**src/cu_pkg.sv**
```systemverilog
package cu_pkg;

    // graduation list index width
    parameter int GL_INDEX_W = 5;

    // checkpoint id width
    parameter int CHKP_W = 2;

    // instructions retired per cycle
    parameter int RETIRE_W = 2;

    // source of the next pc in fetch
    typedef enum logic [1:0] {
        NEXT_PC_BP_OR_PC4 = 2'd0,
        NEXT_PC_JUMP      = 2'd1,
        NEXT_PC_KEEP      = 2'd2
    } next_pc_sel_e;

    // which stage provides the jump target
    typedef enum logic [1:0] {
        FETCH_SEL_DECODE    = 2'd0,
        FETCH_SEL_EXECUTION = 2'd1,
        FETCH_SEL_CSR       = 2'd2,
        FETCH_SEL_CSR_RW    = 2'd3
    } fetch_sel_e;

endpackage

```
**src/cu_event_if.sv**
```systemverilog
interface cu_event_if;

    // registered redirects, high for one cycle
    logic exc_redirect;
    logic csr_redirect;
    // exception register input, used to mask commit
    logic exc_next;

    logic wb_mispredict;
    logic decode_mispredict;
    logic jal_redirect;

    // csr fence somewhere between decode and commit
    logic fence_hold;
    logic csr_fence_any;
    logic commit_csr_fence;

    modport src (
        output exc_redirect, csr_redirect, exc_next,
        output wb_mispredict, decode_mispredict, jal_redirect,
        output fence_hold, csr_fence_any, commit_csr_fence
    );

    modport dst (
        input exc_redirect, csr_redirect, exc_next,
        input wb_mispredict, decode_mispredict, jal_redirect,
        input fence_hold, csr_fence_any, commit_csr_fence
    );

endinterface

```
**src/cu_event_state.sv**
```systemverilog
module cu_event_state #(
    parameter int RETIRE_W = cu_pkg::RETIRE_W
) (
    input  logic                clk_i,
    input  logic                rstn_i,

    input  logic                id_valid_i,
    input  logic                id_is_branch_i,
    input  logic                id_predicted_branch_i,
    input  logic                id_valid_jal_i,
    input  logic                id_csr_fence_i,

    input  logic                wb_valid_i,
    input  logic                branch_pred_ok_i,

    input  logic                commit_valid_i,
    input  logic                commit_xcpt_i,
    input  logic                commit_ecall_i,
    input  logic                commit_csr_fence_i,
    input  logic                commit_fence_i,
    input  logic                commit_fencei_i,
    input  logic [RETIRE_W-1:0] commit_retire_i,
    input  logic [RETIRE_W-1:0] commit_regfile_we_i,
    input  logic                commit_stall_i,

    input  logic                csr_eret_i,
    input  logic                csr_exception_i,

    cu_event_if.src             events,

    output logic                invalidate_icache_o,
    output logic                invalidate_buffer_o,
    output logic                commit_flush_o,
    output logic [RETIRE_W-1:0] commit_update_o,
    output logic                enable_commit_o
);

    logic exc_cause;
    logic exc_q;
    logic exc_d;
    logic csr_q;
    logic csr_d;
    logic fence_pending_q;

    // any cause that sends fetch to the trap or return vector
    assign exc_cause = (commit_valid_i && (commit_xcpt_i || commit_ecall_i)) ||
                       csr_eret_i || csr_exception_i;

    // a redirect cannot fire twice in a row
    assign exc_d = exc_q ? 1'b0 : exc_cause;
    assign csr_d = csr_q ? 1'b0 : (commit_valid_i && commit_csr_fence_i && !exc_cause);

    always_ff @(posedge clk_i or negedge rstn_i) begin
        if (!rstn_i) begin
            exc_q <= 1'b0;
            csr_q <= 1'b0;
        end else begin
            exc_q <= exc_d;
            csr_q <= csr_d;
        end
    end

    // csr fence seen at decode and not yet committed
    always_ff @(posedge clk_i or negedge rstn_i) begin
        if (!rstn_i) begin
            fence_pending_q <= 1'b0;
        end else if (exc_q || events.wb_mispredict) begin
            fence_pending_q <= 1'b0;
        end else if (id_valid_i && id_csr_fence_i) begin
            fence_pending_q <= 1'b1;
        end else if (commit_valid_i && commit_csr_fence_i) begin
            fence_pending_q <= 1'b0;
        end
    end

    assign events.exc_redirect      = exc_q;
    assign events.csr_redirect      = csr_q;
    assign events.exc_next          = exc_d;
    assign events.wb_mispredict     = wb_valid_i && !branch_pred_ok_i;
    assign events.decode_mispredict = id_valid_i && !id_is_branch_i && id_predicted_branch_i;
    assign events.jal_redirect      = id_valid_jal_i;
    assign events.fence_hold        = (id_valid_i && id_csr_fence_i) || fence_pending_q ||
                                      (commit_valid_i && commit_fence_i);
    assign events.csr_fence_any     = id_csr_fence_i || fence_pending_q || commit_csr_fence_i;
    assign events.commit_csr_fence  = commit_valid_i && commit_csr_fence_i;

    // fence.i may follow self-modifying code
    assign invalidate_icache_o = commit_valid_i && commit_fencei_i;
    assign invalidate_buffer_o = commit_valid_i &&
                                 (commit_fencei_i || exc_q ||
                                  (commit_csr_fence_i && !commit_fence_i));

    // no free list or rename update while an exception is being taken
    assign commit_update_o = commit_retire_i & commit_regfile_we_i & {RETIRE_W{~exc_d}};
    assign enable_commit_o = !commit_stall_i && !exc_d;
    assign commit_flush_o  = exc_q;

endmodule

```
**src/cu_frontend_ctrl.sv**
```systemverilog
module cu_frontend_ctrl (
    cu_event_if.dst              events,

    input  logic                 miss_icache_i,
    input  logic                 ready_icache_i,
    input  logic                 csr_stall_i,
    input  logic                 ir_full_iq_i,

    output cu_pkg::next_pc_sel_e next_pc_sel_o,
    output cu_pkg::fetch_sel_e   fetch_sel_o,
    output logic                 flush_if_o,
    output logic                 flush_id_o,
    output logic                 stall_if_1_o,
    output logic                 stall_if_2_o,
    output logic                 stall_id_o
);

    import cu_pkg::*;

    logic redirect;
    logic soft_flush;

    // redirects that discard everything fetched so far
    assign redirect = events.exc_redirect || events.csr_redirect || events.wb_mispredict;

    // fetch-only flushes, suppressed while the csr file stalls
    assign soft_flush = !csr_stall_i &&
                        (events.csr_fence_any || events.fence_hold ||
                         events.jal_redirect || events.decode_mispredict);

    assign flush_if_o = redirect || soft_flush;
    assign flush_id_o = redirect;

    always_comb begin
        stall_if_1_o = 1'b0;
        stall_if_2_o = 1'b0;
        stall_id_o   = 1'b0;
        if (csr_stall_i || ir_full_iq_i) begin
            stall_if_1_o = 1'b1;
            stall_if_2_o = 1'b1;
            stall_id_o   = 1'b1;
        end else if (miss_icache_i) begin
            stall_if_1_o = 1'b1;
            stall_if_2_o = 1'b1;
        end else if (events.commit_csr_fence || !ready_icache_i) begin
            // miss already excluded above
            stall_if_1_o = 1'b1;
        end
    end

    always_comb begin
        if (redirect || events.decode_mispredict || events.jal_redirect) begin
            next_pc_sel_o = NEXT_PC_JUMP;
        end else if (stall_if_1_o || events.fence_hold) begin
            next_pc_sel_o = NEXT_PC_KEEP;
        end else begin
            next_pc_sel_o = NEXT_PC_BP_OR_PC4;
        end
    end

    // exceptions win over csr fences, which win over branches
    always_comb begin
        if (events.exc_redirect) begin
            fetch_sel_o = FETCH_SEL_CSR;
        end else if (events.csr_redirect) begin
            fetch_sel_o = FETCH_SEL_CSR_RW;
        end else if (events.wb_mispredict) begin
            fetch_sel_o = FETCH_SEL_EXECUTION;
        end else begin
            fetch_sel_o = FETCH_SEL_DECODE;
        end
    end

endmodule

```
**src/cu_backend_ctrl.sv**
```systemverilog
module cu_backend_ctrl #(
    parameter int GL_INDEX_W = cu_pkg::GL_INDEX_W
) (
    cu_event_if.dst                 events,

    input  logic                    csr_stall_i,
    input  logic                    exe_stall_i,
    input  logic                    rr_gl_full_i,
    input  logic                    ir_empty_free_list_i,
    input  logic                    ir_out_of_chkp_i,
    input  logic                    ir_valid_i,
    input  logic                    ir_is_branch_i,

    input  logic                    wb_valid_i,
    input  logic                    wb_write_enable_i,
    input  logic                    wb_checkpoint_done_i,
    input  logic                    branch_pred_ok_i,
    input  logic [GL_INDEX_W-1:0]   wb_gl_index_i,

    input  logic                    commit_valid_i,
    input  logic                    commit_xcpt_i,
    input  logic                    csr_exception_i,
    input  logic                    commit_write_enable_i,

    output logic                    flush_ir_o,
    output logic                    flush_rr_o,
    output logic                    flush_exe_o,
    output logic                    kill_exe_o,
    output logic                    stall_iq_o,
    output logic                    stall_ir_o,
    output logic                    stall_rr_o,
    output logic                    stall_exe_o,
    output logic                    do_checkpoint_o,
    output logic                    do_recover_o,
    output logic                    delete_checkpoint_o,
    output logic                    flush_gl_o,
    output logic [GL_INDEX_W-1:0]   flush_gl_index_o,
    output logic                    rf_write_enable_o
);

    always_comb begin
        flush_ir_o  = 1'b0;
        flush_rr_o  = 1'b0;
        flush_exe_o = 1'b0;
        kill_exe_o  = 1'b0;
        if (events.exc_redirect) begin
            flush_ir_o  = 1'b1;
            flush_rr_o  = 1'b1;
            flush_exe_o = 1'b1;
        end else if (events.wb_mispredict) begin
            // the branch itself is in exe, so kill rather than flush
            flush_ir_o = 1'b1;
            flush_rr_o = 1'b1;
            kill_exe_o = 1'b1;
        end else if (!exe_stall_i && rr_gl_full_i) begin
            flush_rr_o = 1'b1;
        end
    end

    always_comb begin
        stall_iq_o  = 1'b0;
        stall_ir_o  = 1'b0;
        stall_rr_o  = 1'b0;
        stall_exe_o = 1'b0;
        if (csr_stall_i) begin
            stall_iq_o  = 1'b1;
            stall_ir_o  = 1'b1;
            stall_rr_o  = 1'b1;
            stall_exe_o = 1'b1;
        end else if (exe_stall_i || rr_gl_full_i) begin
            stall_iq_o = 1'b1;
            stall_ir_o = 1'b1;
            stall_rr_o = 1'b1;
        end else if (ir_empty_free_list_i || ir_out_of_chkp_i) begin
            stall_iq_o = 1'b1;
        end
    end

    // rename snapshot for every branch that actually leaves rename
    assign do_checkpoint_o = ir_valid_i && ir_is_branch_i && !ir_out_of_chkp_i &&
                             !flush_ir_o && !stall_ir_o;

    assign do_recover_o        = events.wb_mispredict && wb_checkpoint_done_i;
    assign delete_checkpoint_o = wb_valid_i && branch_pred_ok_i && wb_checkpoint_done_i;

    // younger entries after the mispredicted branch are dropped
    assign flush_gl_o       = events.wb_mispredict;
    assign flush_gl_index_o = events.wb_mispredict ? wb_gl_index_i : '0;

    assign rf_write_enable_o = (commit_valid_i && commit_write_enable_i &&
                                !commit_xcpt_i && !csr_exception_i) ||
                               (wb_valid_i && wb_write_enable_i);

endmodule

```
**src/control_unit.sv**
```systemverilog
module control_unit #(
    parameter int GL_INDEX_W = cu_pkg::GL_INDEX_W,
    parameter int RETIRE_W   = cu_pkg::RETIRE_W
) (
    input  logic                  clk_i,
    input  logic                  rstn_i,

    input  logic                  miss_icache_i,
    input  logic                  ready_icache_i,
    input  logic                  id_valid_i,
    input  logic                  id_is_branch_i,
    input  logic                  id_predicted_branch_i,
    input  logic                  id_valid_jal_i,
    input  logic                  id_csr_fence_i,

    input  logic                  ir_valid_i,
    input  logic                  ir_is_branch_i,
    input  logic                  ir_out_of_chkp_i,
    input  logic                  ir_full_iq_i,
    input  logic                  ir_empty_free_list_i,

    input  logic                  rr_gl_full_i,
    input  logic                  exe_stall_i,

    input  logic                  wb_valid_i,
    input  logic                  wb_write_enable_i,
    input  logic                  wb_checkpoint_done_i,
    input  logic [GL_INDEX_W-1:0] wb_gl_index_i,
    input  logic                  branch_pred_ok_i,

    input  logic                  commit_valid_i,
    input  logic                  commit_xcpt_i,
    input  logic                  commit_ecall_i,
    input  logic                  commit_csr_fence_i,
    input  logic                  commit_fence_i,
    input  logic                  commit_fencei_i,
    input  logic                  commit_write_enable_i,
    input  logic [RETIRE_W-1:0]   commit_retire_i,
    input  logic [RETIRE_W-1:0]   commit_regfile_we_i,
    input  logic                  commit_stall_i,

    input  logic                  csr_eret_i,
    input  logic                  csr_exception_i,
    input  logic                  csr_stall_i,

    output cu_pkg::next_pc_sel_e  next_pc_sel_o,
    output cu_pkg::fetch_sel_e    fetch_sel_o,

    output logic                  flush_if_o,
    output logic                  flush_id_o,
    output logic                  flush_ir_o,
    output logic                  flush_rr_o,
    output logic                  flush_exe_o,
    output logic                  kill_exe_o,

    output logic                  stall_if_1_o,
    output logic                  stall_if_2_o,
    output logic                  stall_id_o,
    output logic                  stall_iq_o,
    output logic                  stall_ir_o,
    output logic                  stall_rr_o,
    output logic                  stall_exe_o,

    output logic                  invalidate_icache_o,
    output logic                  invalidate_buffer_o,
    output logic                  rf_write_enable_o,

    output logic                  do_checkpoint_o,
    output logic                  do_recover_o,
    output logic                  delete_checkpoint_o,

    output logic                  commit_flush_o,
    output logic [RETIRE_W-1:0]   commit_update_o,
    output logic                  enable_commit_o,

    output logic                  flush_gl_o,
    output logic [GL_INDEX_W-1:0] flush_gl_index_o
);

    cu_event_if events ();

    cu_event_state #(
        .RETIRE_W (RETIRE_W)
    ) u_event_state (
        .clk_i, .rstn_i,
        .id_valid_i, .id_is_branch_i, .id_predicted_branch_i, .id_valid_jal_i,
        .id_csr_fence_i, .wb_valid_i, .branch_pred_ok_i,
        .commit_valid_i, .commit_xcpt_i, .commit_ecall_i, .commit_csr_fence_i,
        .commit_fence_i, .commit_fencei_i, .commit_retire_i, .commit_regfile_we_i,
        .commit_stall_i, .csr_eret_i, .csr_exception_i,
        .events (events.src),
        .invalidate_icache_o, .invalidate_buffer_o, .commit_flush_o,
        .commit_update_o, .enable_commit_o
    );

    cu_frontend_ctrl u_frontend_ctrl (
        .events (events.dst),
        .miss_icache_i, .ready_icache_i, .csr_stall_i, .ir_full_iq_i,
        .next_pc_sel_o, .fetch_sel_o, .flush_if_o, .flush_id_o,
        .stall_if_1_o, .stall_if_2_o, .stall_id_o
    );

    cu_backend_ctrl #(
        .GL_INDEX_W (GL_INDEX_W)
    ) u_backend_ctrl (
        .events (events.dst),
        .csr_stall_i, .exe_stall_i, .rr_gl_full_i, .ir_empty_free_list_i,
        .ir_out_of_chkp_i, .ir_valid_i, .ir_is_branch_i,
        .wb_valid_i, .wb_write_enable_i, .wb_checkpoint_done_i, .branch_pred_ok_i,
        .wb_gl_index_i, .commit_valid_i, .commit_xcpt_i, .csr_exception_i,
        .commit_write_enable_i,
        .flush_ir_o, .flush_rr_o, .flush_exe_o, .kill_exe_o,
        .stall_iq_o, .stall_ir_o, .stall_rr_o, .stall_exe_o,
        .do_checkpoint_o, .do_recover_o, .delete_checkpoint_o,
        .flush_gl_o, .flush_gl_index_o, .rf_write_enable_o
    );

endmodule

```
**config.mk**
```make
export PLATFORM = sky130hd
export DESIGN_NAME = control_unit
export DESIGN_NICKNAME = d
export VERILOG_FILES = /design/src/cu_pkg.sv /design/src/cu_event_if.sv /design/src/cu_event_state.sv /design/src/cu_frontend_ctrl.sv /design/src/cu_backend_ctrl.sv /design/src/control_unit.sv
export SDC_FILE = /design/constraint.sdc
export NUM_CORES = 1
export LEC_CHECK = 0
export BUFFER_PORTS_ARGS = -buffer_cell sky130_fd_sc_hd__buf_2
export CAP_MARGIN = 40
export CORE_MARGIN = 2
export CORE_UTILIZATION = 32
export DETAILED_ROUTE_END_ITERATION = 10
export PLACE_DENSITY = 0.86
export SLEW_MARGIN = 20
export SYNTH_ARGS = -nofsm -noshare
export SYNTH_HDL_FRONTEND = slang
export SYNTH_HIERARCHICAL = 1
export SYNTH_SLANG_ARGS = --single-unit
```
**constraint.sdc**
```tcl
create_clock -name clk_i -period 3 [get_ports clk_i]
set_input_delay 0.45 -clock clk_i [delete_from_list [all_inputs] [get_ports clk_i]]
set_output_delay 0.45 -clock clk_i [all_outputs]
set_load 0.1 [all_outputs]
```
* Word-level counts from Yosys, hierarchy flattened *
Cells that the tools add are included.

cells by class
  muxes and demuxes = 30
  bitwise logic cells = 3
  reduce and logical (&&, ||, !) cells = 64

operators with widths
  cell                 count
  $logic_and A1 B1 Y1  25
  $mux W1              25
  $logic_or A1 B1 Y1   24
  $logic_not A1 Y1     14
  $mux W2              4
  $mux W5              1
  $and A2 B2 Y2        2
  $reduce_bool A3 Y1   1
  $not A1 Y1           1

storage, ports and cells
  bits in registers = 3
  input port bits = 40
  output and inout port bits = 33
  word-level logic and storage cells = 100

* Logic depth before layout (Yosys ltp) *
Gate-level depths: netlist of the first run.

  word-level depth = 8
  mapped depth = 4
  mapped depth without buffers = 4

* Cells and area by module *
The synthesis of the first run kept the hierarchy.

by module, submodules not included
  module            times used  cells each  area an instance (sq um)  sequential area each (sq um)
  cu_event_state    1           28          276.5                     75.1
  cu_backend_ctrl   1           22          145.1                     0.0
  cu_frontend_ctrl  1           14          93.8                      0.0

* Worst setup path after synthesis of the first run *
Ideal clock, no wire load.

  path type = register to output
  start = register u_event_state.exc_q, in the netlist u_event_state/commit_flush_o
  end = output next_pc_sel_o[1]
  arrival = 2.910 ns
  data required time = 2.550 ns
  setup slack = -0.360 ns
  cell stages (with the launch flop) = 4
  buffers on the path = 1
  cell sequence = dfrtp_1 -> buf_4 -> or3_4 -> a211oi_2

on the way
  cells in the longest elaborated chain, start to end = 5

ends and longest elaborated chain
  element                           line                    text
  start: declaration                cu_event_state.sv:39    logic exc_q;
  start signal: assignment          cu_event_state.sv:55    exc_q <= 1'b0;
  start signal: assignment          cu_event_state.sv:58    exc_q <= exc_d;
  $logic_or A1 B1 Y1 (2 in series)  cu_frontend_ctrl.sv:24  assign redirect = events.exc_redirect || events.csr_redirect || events.wb_mispredict;
  via flush_id_o                    control_unit.sv:50      output logic flush_id_o,
  $logic_or A1 B1 Y1 (2 in series)  cu_frontend_ctrl.sv:52  if (redirect || events.decode_mispredict || events.jal_redirect) begin
  $mux W2                           cu_frontend_ctrl.sv:52
  end: declaration                  control_unit.sv:46      output cu_pkg::next_pc_sel_e next_pc_sel_o,

The timed path passes the listed nets, and every way through them passes these cells.

* Final worst setup path of the first run *
  start = input wb_valid_i
  end = output next_pc_sel_o[1]

on the way
  cells in the longest elaborated chain, start to end = 5

ends and longest elaborated chain
  element                           line                    text
  start: declaration                control_unit.sv:25      input logic wb_valid_i,
  $logic_and A1 B1 Y1               cu_event_state.sv:79    assign events.wb_mispredict = wb_valid_i && !branch_pred_ok_i;
  $logic_or A1 B1 Y1                cu_frontend_ctrl.sv:24
  $logic_or A1 B1 Y1 (2 in series)  cu_frontend_ctrl.sv:52
  $mux W2                           cu_frontend_ctrl.sv:52

No other way between the ends.

==> results of run 1 <==
[timing repair]
action	4_1_cts	5_1_grt
buffers inserted	0	0
hold buffers	1	0
endpoints found under the hold margin	3	0
[cell families (layout without fill, tap and decap cells)]
group	Yosys count	after routing	synth area share [%]
buffers and inverters	9	80	10.9
flip-flops	3	3	14.6
AND/OR/NAND/NOR	39	39	48.8
AO/OA/AOI/OAI	13	13	25.7
[worst max-delay path: cells and delay by family]
| family | cells | cell delay (ns) |
|---|---|---|
| buffers and inverters | 2 | 0.56 |
| and+or+nand+nor | 2 | 0.67 |
| AOI/OAI and AO/OA | 1 | 0.20 |
[worst paths after layout]
check / end / slack, ns / cells after the start / start
worst min-delay path: u_event_state/events.csr_redirect$_DFF_PN0_ / 0.40 / 2 / csr_eret_i
worst max-delay path: next_pc_sel_o[1] / 0.67 / 5 / wb_valid_i
min in group asynchronous: u_event_state/fence_pending_q$_DFFE_PN0P_ / 0.54 / 2 / rstn_i
worst max register to register: u_event_state/commit_flush_o$_DFF_PN0_ / 1.93 / 2 / u_event_state/commit_flush_o$_DFF_PN0_
worst min register to register: u_event_state/events.csr_redirect$_DFF_PN0_ / 0.60 / 2 / u_event_state/events.csr_redirect$_DFF_PN0_
max in group asynchronous: u_event_state/events.csr_redirect$_DFF_PN0_ / 2.35 / 2 / rstn_i
[layout make-up]
type | count | area [um^2]
multi-input cells | 52 | 392
inverters | 3 | 11.3
flip-flops and latches | 3 | 75.1
repair buffers | 73 | 370
clock buffers | 4 | 26.3
fillers | 157 | 612
well taps | 16 | 20.0
[state kept, by name, indices dropped and copies added, names as in the netlist]
name and cells:
u_event_state/commit_flush_o 1, u_event_state/events.csr_redirect 1, u_event_state/fence_pending_q 1
[per-stage QoR]
step / utilization [%] / TNS, ns / std cells / hold slack, ns
after floorplan: - / -0.0833 / 64 / 0.154
after global placement: 57.0 / 0 / 146 / 0.246
final: 59.4 / 0 / 151 / 0.400
after CTS: 59.4 / 0 / 151 / 0.392
after detailed placement: 57.0 / 0 / 146 / 0.246
after global routing: 59.4 / 0 / 151 / 0.399
[per-layer routing]
metal	track usage [%]	vias up
met5	0	-
met4	9.70	0
met3	1.63	4
met1	15.6	309
met2	30.0	49
li1	-	363
[power by group through the flow]
stage	Combinational (mW)	Clock, mW	Sequential, mW
finish	0.460	0.0736	0.0567
global route	0.474	0.0795	0.0585
CTS	0.462	0.0752	0.0569
detailed placement	0.461	0	0.0574
global placement	0.456	0	0.0575
floorplan	0.376	0	0.0770
[cell usage after synthesis (all sizes together) (2+ instances only)]
cell type,n,area [um^2]
nor2,5,18.8
or3,3,25.0
or2,5,33.8
nand3b,2,15.0
and2,8,50.1
nand2,4,15.0
buf,6,45.0
inv,3,11.3
dfrtp,3,75.1
a211oi,5,62.6
nor2b,3,18.8
nor4,3,31.3
==> impl_metrics.json, run 1 <==
{
  "outcome": "finished clean",
  "wl_met2_um": 818,
  "core_area_mm2": 0.00151,
  "vias": 725,
  "dr.pass1.iters": 4,
  "crit_chain": "buf_2, nor2b_1, or3_4, a211oi_4, buf_2",
  "hp-class": "input pin to flip-flop",
  "drc_errors": 0,
  "ys_warn_count": 6,
  "drive_above_1_share_pct": 67.4,
  "final-setup-viol-count": 0,
  "syn2layout_area_growth_pct": 73.5,
  "arrival_ns": 1.88,
  "seq_power_share_pct": 9.6,
  "crit_path_end_kind": "primary output",
  "fin_skew_ns": 0.00118,
  "synth.distinct_cells": 31,
  "cp.required_ns": 2.55,
  "slew_headroom_pct": 60.7,
  "grt_max_degree": 13,
  "timing.fmax_mhz": 430,
  "grtUsageTotal_pct": 15.6,
  "wl_met1_um": 529,
  "criticalPathCategory": "input pin to primary output",
  "drt-initial-drc-count": 8,
  "via_per_inst": 4.80,
  "switching_share_pct": 69.3,
  "setup_slack_ns": 0.673,
  "clk_latency_ns": 0.24,
  "dpl_cell_area_um2": 858,
  "drv_cap": 0,
  "grt-ovfl-total": 0,
  "top_layer": "met4",
  "dp_hpwl_mm": 1.39,
  "final_common_cell": "buf_2",
  "cpPeakStageDelay_ns": 0.45,
  "fp.dieW_um": 44.1,
  "synth-edff-count": 0,
  "cts_tree": "yes",
  "antennaDiodeCount": 0,
  "fin_crit_ns": 2.33,
  "hold_viol": 0,
  "path_clk_slew_ns": 0.04,
  "combPwrFrac_pct": 77.9,
  "dp_slack_ns": 0.666,
  "switchingPower_uw": 409,
  "final_cell_area_um2": 895,
  "final_cell_mix": "buf_2, and2_1, nor2_1, nand2_1, a211oi_2",
  "power.internal_uw": 182,
  "final_max_slew_viol_count": 0,
  "start_util_pct": 34.2,
  "vdd_drop_max_mv": 0.426,
  "clockBufferDepth": 2,
  "start_kind": "input pin",
  "grt_pass1_vias": 585,
  "synth_cells": 64,
  "path_max_fanout": 12,
  "htreeDepth": 1,
  "cts_buffers": 3,
  "fp-row-count": 14,
  "ys_seq_elements": 3,
  "routed_wl_mm": 1.58,
  "avgSynthCellArea_um2": 8.05,
  "antenna_found_initial": 0,
  "ys_async_sr_fraction_pct": 100,
  "ios": 73,
  "dieArea_mm2": 0.00195,
  "cp_common_cell": "buf_2",
  "synth_seq_area_share_pct": 14.6,
  "cts.sinks": 3,
  "grt_setup_unrepaired": "false",
  "cts_resized": 0,
  "syn-num-nets": 104,
  "min_period_over_period_pct": 77.6,
  "syn_area_um2": 515,
  "fin_nets": 176,
  "die_height_um": 44.1,
  "port_buffers": 72,
  "root_buffer": "clkbuf_4",
  "grt_pass1_wl_mm": 2.30,
  "drtAntennaViolNets": 0,
  "wl_per_cell_um": 10.5,
  "wl_met3_um": 195,
  "slowest_stage": "or3_4",
  "total_power_uw": 590,
  "gp_congestion": 0.723,
  "synth_ff_type": "dfrtp_1",
  "p_leak_nw": 0.488,
  "power_density_mw_per_mm2": 660,
  "clkPwrFrac_pct": 12.5,
  "worstMarginPinSlew_ns": 0.588
}
(Power assumes the default switching activity.)
==> inputs of run 2 (changes only) <==
- CORE_UTILIZATION: 32 -> 27
- PLACE_DENSITY: 0.86 -> 0.77
- clock period: 3 -> 2 ns (I/O delays scaled with it)
==> run 2 against run 1 <==
Compared with the run above: clock power rose by 49%; clock skew fell by 0.0012 ns; via count rose by 4.4%; power rose by 75%; global-route usage rose by 1.7 points.
==> impl_metrics.json, run 2 (synthesis gave the netlist of run 1 again) <==
{
  "port_buffers": 72,
  "p_leak_nw": 0.571,
  "drv_cap": 0,
  "fin_nets": 178,
  "clk_latency_ns": 0.24,
  "via_per_inst": 4.67,
  "fin_skew_ns": 0.00000888,
  "drtAntennaViolNets": 0,
  "criticalPathCategory": "flip-flop to primary output",
  "grt_pass1_wl_mm": 2.83,
  "wl_per_cell_um": 12.0,
  "dieArea_mm2": 0.00227,
  "start_kind": "flip-flop",
  "worstSetupStartpoint": "u_event_state/commit_flush_o$_DFF_PN0_",
  "htreeDepth": 1,
  "power_density_mw_per_mm2": 856,
  "vdd_drop_max_mv": 0.543,
  "cpLargestDelayFamily": "flip-flops",
  "root_buffer": "clkbuf_4",
  "min_period_over_period_pct": 96.2,
  "final_cell_area_mm2": 0.00121,
  "timing.fmax_mhz": 520,
  "critPathBufInv": 1,
  "dp_hpwl_mm": 1.78,
  "fin_crit_ns": 1.92,
  "cts.sinks": 3,
  "syn2layout_area_growth_pct": 135,
  "fp-row-count": 15,
  "final_max_slew_viol_count": 0,
  "worstHoldStart": "csr_eret_i",
  "tns_ns": 0,
  "hp-class": "input pin to flip-flop",
  "path_max_fanout": 11,
  "cp.required_ns": 1.70,
  "worstMarginPinSlew_ns": 0.511,
  "grtUsageTotal_pct": 17.3,
  "gp_congestion": 0.714,
  "routed_wl_mm": 1.95,
  "reg2reg_from": "u_event_state/commit_flush_o$_DFF_PN0_",
  "ios": 73,
  "crit_path_end_kind": "primary output",
  "path_clk_slew_ns": 0.04,
  "start_util_pct": 29.2,
  "slowest_stage": "dfrtp_4",
  "final-setup-viol-count": 0,
  "final_cell_mix": "buf_2, buf_12, and2_1, nor2_1",
  "grt_setup_unrepaired": "false",
  "cts_tree": "yes",
  "grt-ovfl-total": 0,
  "dpl_cell_area_mm2": 0.00117,
  "final_common_cell": "buf_2",
  "drive_above_1_share_pct": 71.5,
  "stdcell_count": 162,
  "dpl.cell_count": 157,
  "cpPeakStageDelay_ns": 0.47,
  "final_util_pct": 68.6,
  "crit_chain": "o21ba_2, a211oi_4, buf_2",
  "rrSetupSlack_ns": 0.91,
  "fp.dieW_um": 47.7,
  "dr.pass1.iters": 2,
  "core_area_mm2": 0.00176,
  "vias": 757,
  "antennaDiodeCount": 0,
  "outcome": "finished clean",
  "grt_pass1_vias": 733,
  "arrival_ns": 1.62,
  "cts_buffers": 3,
  "antenna_found_initial": 0,
  "clockBufferDepth": 2,
  "grt_max_degree": 12,
  "hold_viol": 0,
  "die_height_um": 47.7,
  "drt-initial-drc-count": 5,
  "slew_headroom_pct": 65.7,
  "drc_errors": 0
}
[run 2: final cells by class]
class                   instances  area, um^2
clock buffers                   4        26.3
fillers                       172         554
inverters                       3        11.3
multi-input cells              52         437
flip-flops and latches          3        78.8
well taps                      25        31.3
repair buffers                 75         626
[run 2: layer usage]
layer	global-route usage, %	up-vias	part of all wire (%)
li1	-	364	-
met2	34.4	48	56
met4	6.49	0	0.67
met1	17.2	343	33
met3	3.40	2	11
met5	0	-	0
[run 2: where the power goes]
part | total, mW | switching [mW] | internal, mW
clock network | 0.110 | 0.0351 | 0.0750
registers | 0.0895 | 0.0171 | 0.0724
logic | 0.836 | 0.600 | 0.236
[run 2: final timing paths]
kind	end	cells after the start
min in group asynchronous	u_event_state/commit_flush_o$_DFF_PN0_	2
max in group asynchronous	u_event_state/commit_flush_o$_DFF_PN0_	2
worst min register to register	u_event_state/fence_pending_q$_DFFE_PN0P_	1
worst max register to register	u_event_state/commit_flush_o$_DFF_PN0_	2
worst min-delay path	u_event_state/events.csr_redirect$_DFF_PN0_	2
worst max-delay path	enable_commit_o	3
[run 2: repair_timing]
item | in CTS | in global routing
endpoints found under the hold margin | 3 | 0
resized for setup | 0 | 1
endpoints found under the setup margin | 0 | 1
hold buffers | 1 | 0
setup buffers | 0 | 0
[run 2: per-stage QoR]
step | hold slack, ns | power, mW | setup WS, ns
finish | 0.249 | 1.04 | 0.0762
global route | 0.244 | 1.07 | 0.0117
CTS | 0.240 | 1.04 | 0.0591
detailed placement | 0.102 | 0.927 | 0.199
global placement | 0.0973 | 0.915 | 0.254
floorplan | 0.00441 | 0.710 | -0.463
==> inputs of run 3 (changes only) <==
--- a/constraint.sdc
+++ b/constraint.sdc
@@ -3,2 +3,2 @@
 set_output_delay 0.3 -clock clk_i [all_outputs]
-set_load 0.1 [all_outputs]
+set_load 0.02 [all_outputs]
==> run 3 against run 2 <==
Compared with the run above: clock power is 4% lower; core utilization fell by 17 points; via count decreased by 3.7%; combinational power down 65%; routed wire length shrank 16%; sequential cell count unchanged.
==> impl_metrics.json, run 3 (synthesis gave the netlist of run 1 again) <==
{
  "power_density_mw_per_mm2": 537,
  "drive_above_1_share_pct": 67.6,
  "cpLargestDelayFamily": "simple AND/OR/NAND/NOR gates",
  "fp.dieW_um": 47.7,
  "gp_congestion": 0.701,
  "fin_nets": 177,
  "slew_headroom_pct": 76.1,
  "hold_viol": 0,
  "dr.pass1.iters": 2,
  "p_leak_nw": 0.493,
  "criticalPathCategory": "flip-flop to primary output",
  "critPathBufInv": 1,
  "port_buffers": 72,
  "grtUsageMet3_pct": 4.91,
  "final_max_slew_viol_count": 0,
  "fill_cells": 196,
  "cts_tree": "yes",
  "crit_chain": "or3_4, or2_1, buf_2",
  "vias": 729,
  "worstMarginPinSlew_ns": 0.356,
  "fin_skew_ns": 0.00284,
  "fp-row-count": 15,
  "outcome": "finished clean",
  "tns_ns": 0,
  "use_met1_pct": 12.4,
  "final_cell_mix": "buf_2, and2_1, nor2_1, a211oi_2, nand2_1",
  "slowest_stage": "dfrtp_1",
  "min_period_over_period_pct": 89.7,
  "grt-ovfl-total": 0,
  "start_kind": "flip-flop",
  "drc_errors": 0,
  "die_height_um": 47.7,
  "dieArea_mm2": 0.00227,
  "fin_crit_ns": 1.79,
  "cts.sinks": 3,
  "worstHoldStart": "csr_eret_i",
  "arrival_ns": 1.49,
  "drv_cap": 0,
  "cpPeakStageDelay_ns": 0.48,
  "reg2reg_depth": 2,
  "grt_max_degree": 12,
  "grt_pass1_vias": 588,
  "regToRegEndpoint": "u_event_state/commit_flush_o$_DFF_PN0_",
  "via_per_inst": 4.53,
  "root_buffer": "clkbuf_4",
  "cp.required_ns": 1.70,
  "ios": 73,
  "hp-class": "input pin to flip-flop",
  "clockBufferDepth": 2,
  "grt_pass1_wl_mm": 2.17,
  "path_max_fanout": 11,
  "drtAntennaViolNets": 0,
  "rrSetupSlack_ns": 0.93,
  "path_clk_slew_ns": 0.04,
  "min_delay_worst_endpoint": "u_event_state/events.csr_redirect$_DFF_PN0_",
  "postCtsSetupRepairBufs": 0,
  "clk_latency_ns": 0.23,
  "crit_path_end_kind": "primary output",
  "timing.fmax_mhz": 558,
  "cts_buffers": 3,
  "min_path_cells": 2,
  "reg2reg_from": "u_event_state/commit_flush_o$_DFF_PN0_",
  "grt_busiest_layer": "met2",
  "final-setup-viol-count": 0,
  "core_area_mm2": 0.00176,
  "routed_wl_mm": 1.63,
  "wl_per_cell_um": 10.1,
  "antennaDiodeCount": 0,
  "dp_hpwl_mm": 1.49,
  "htreeDepth": 1,
  "antenna_found_initial": 0,
  "drt-initial-drc-count": 1,
  "vdd_drop_max_mv": 0.495,
  "start_util_pct": 29.2,
  "final_cell_area_um2": 906,
  "grt_setup_unrepaired": "false",
  "syn2layout_area_growth_pct": 75.7,
  "final_common_cell": "buf_2",
  "grtUsageTotal_pct": 13.2,
  "dpl_cell_area_um2": 870,
  "met2_usage_pct": 27.2
}
run 3: cell types whose count changed in the layout (fill, tap and decap cells not counted), moves of 4 or more:
cell	change
buf_12	-16
buf_2	+16
a211oi_2	+4
a211oi_4	-4
run 3: how the worst max path moves through the flow:
stage / start / to / slack (ns) / cells after the start
2_1_floorplan: u_event_state/commit_flush_o$_DFF_PN0_ / next_pc_sel_o[1] / 0.27 / 3
3_3_place_gp: wb_valid_i / next_pc_sel_o[0] / 0.37 / 5
5_1_grt: u_event_state/commit_flush_o$_DFF_PN0_ / next_pc_sel_o[1] / 0.11 / 3
6_report: u_event_state/commit_flush_o$_DFF_PN0_ / next_pc_sel_o[0] / 0.21 / 3
4_1_cts: u_event_state/commit_flush_o$_DFF_PN0_ / next_pc_sel_o[0] / 0.18 / 3
3_5_place_dp: wb_valid_i / next_pc_sel_o[0] / 0.37 / 5
run 3: area by class of cell:
cell class	instances	area [um^2]	share of cell area, %
multi-input combinational	52	384	42.4
sequential	3	75.1	8.29
inverter	3	11.3	1.24
clock buffer	4	26.3	2.90
timing repair buffer	74	378	41.7
tap	25	31.3	3.45
run 3: metrics by stage:
stage / instances / total power [mW] / util, % / hold WS (ns) / setup slack, ns
finish: 161 / 0.487 / 51.3 / 0.249 / 0.206
global route: 161 / 0.531 / 51.3 / 0.236 / 0.112
global placement: 156 / 0.380 / 49.3 / 0.0970 / 0.366
floorplan: 64 / 0.283 / - / 0.00441 / 0.269
detailed placement: 156 / 0.384 / 49.3 / 0.103 / 0.367
CTS: 161 / 0.495 / 51.3 / 0.237 / 0.181
run 3: per-layer routing:
layer,part of all wire (%),up-vias
li1,-,366
met3,11,0
met4,0,0
met5,0,-
met2,53,47
met1,35,316
run 3: what timing repair did:
item,4_1_cts,5_1_grt
hold buffers,1,0
resized for setup,0,0
hold endpoints to repair,3,0
run 3: report_power, final:
part / internal (mW) / switching (mW) / total (mW) / leakage (nW)
Sequential: 0.0686 / 0.0172 / 0.0858 / 0.0391
Clock: 0.0747 / 0.0309 / 0.106 / 0.0150
Combinational: 0.129 / 0.167 / 0.295 / 0.439
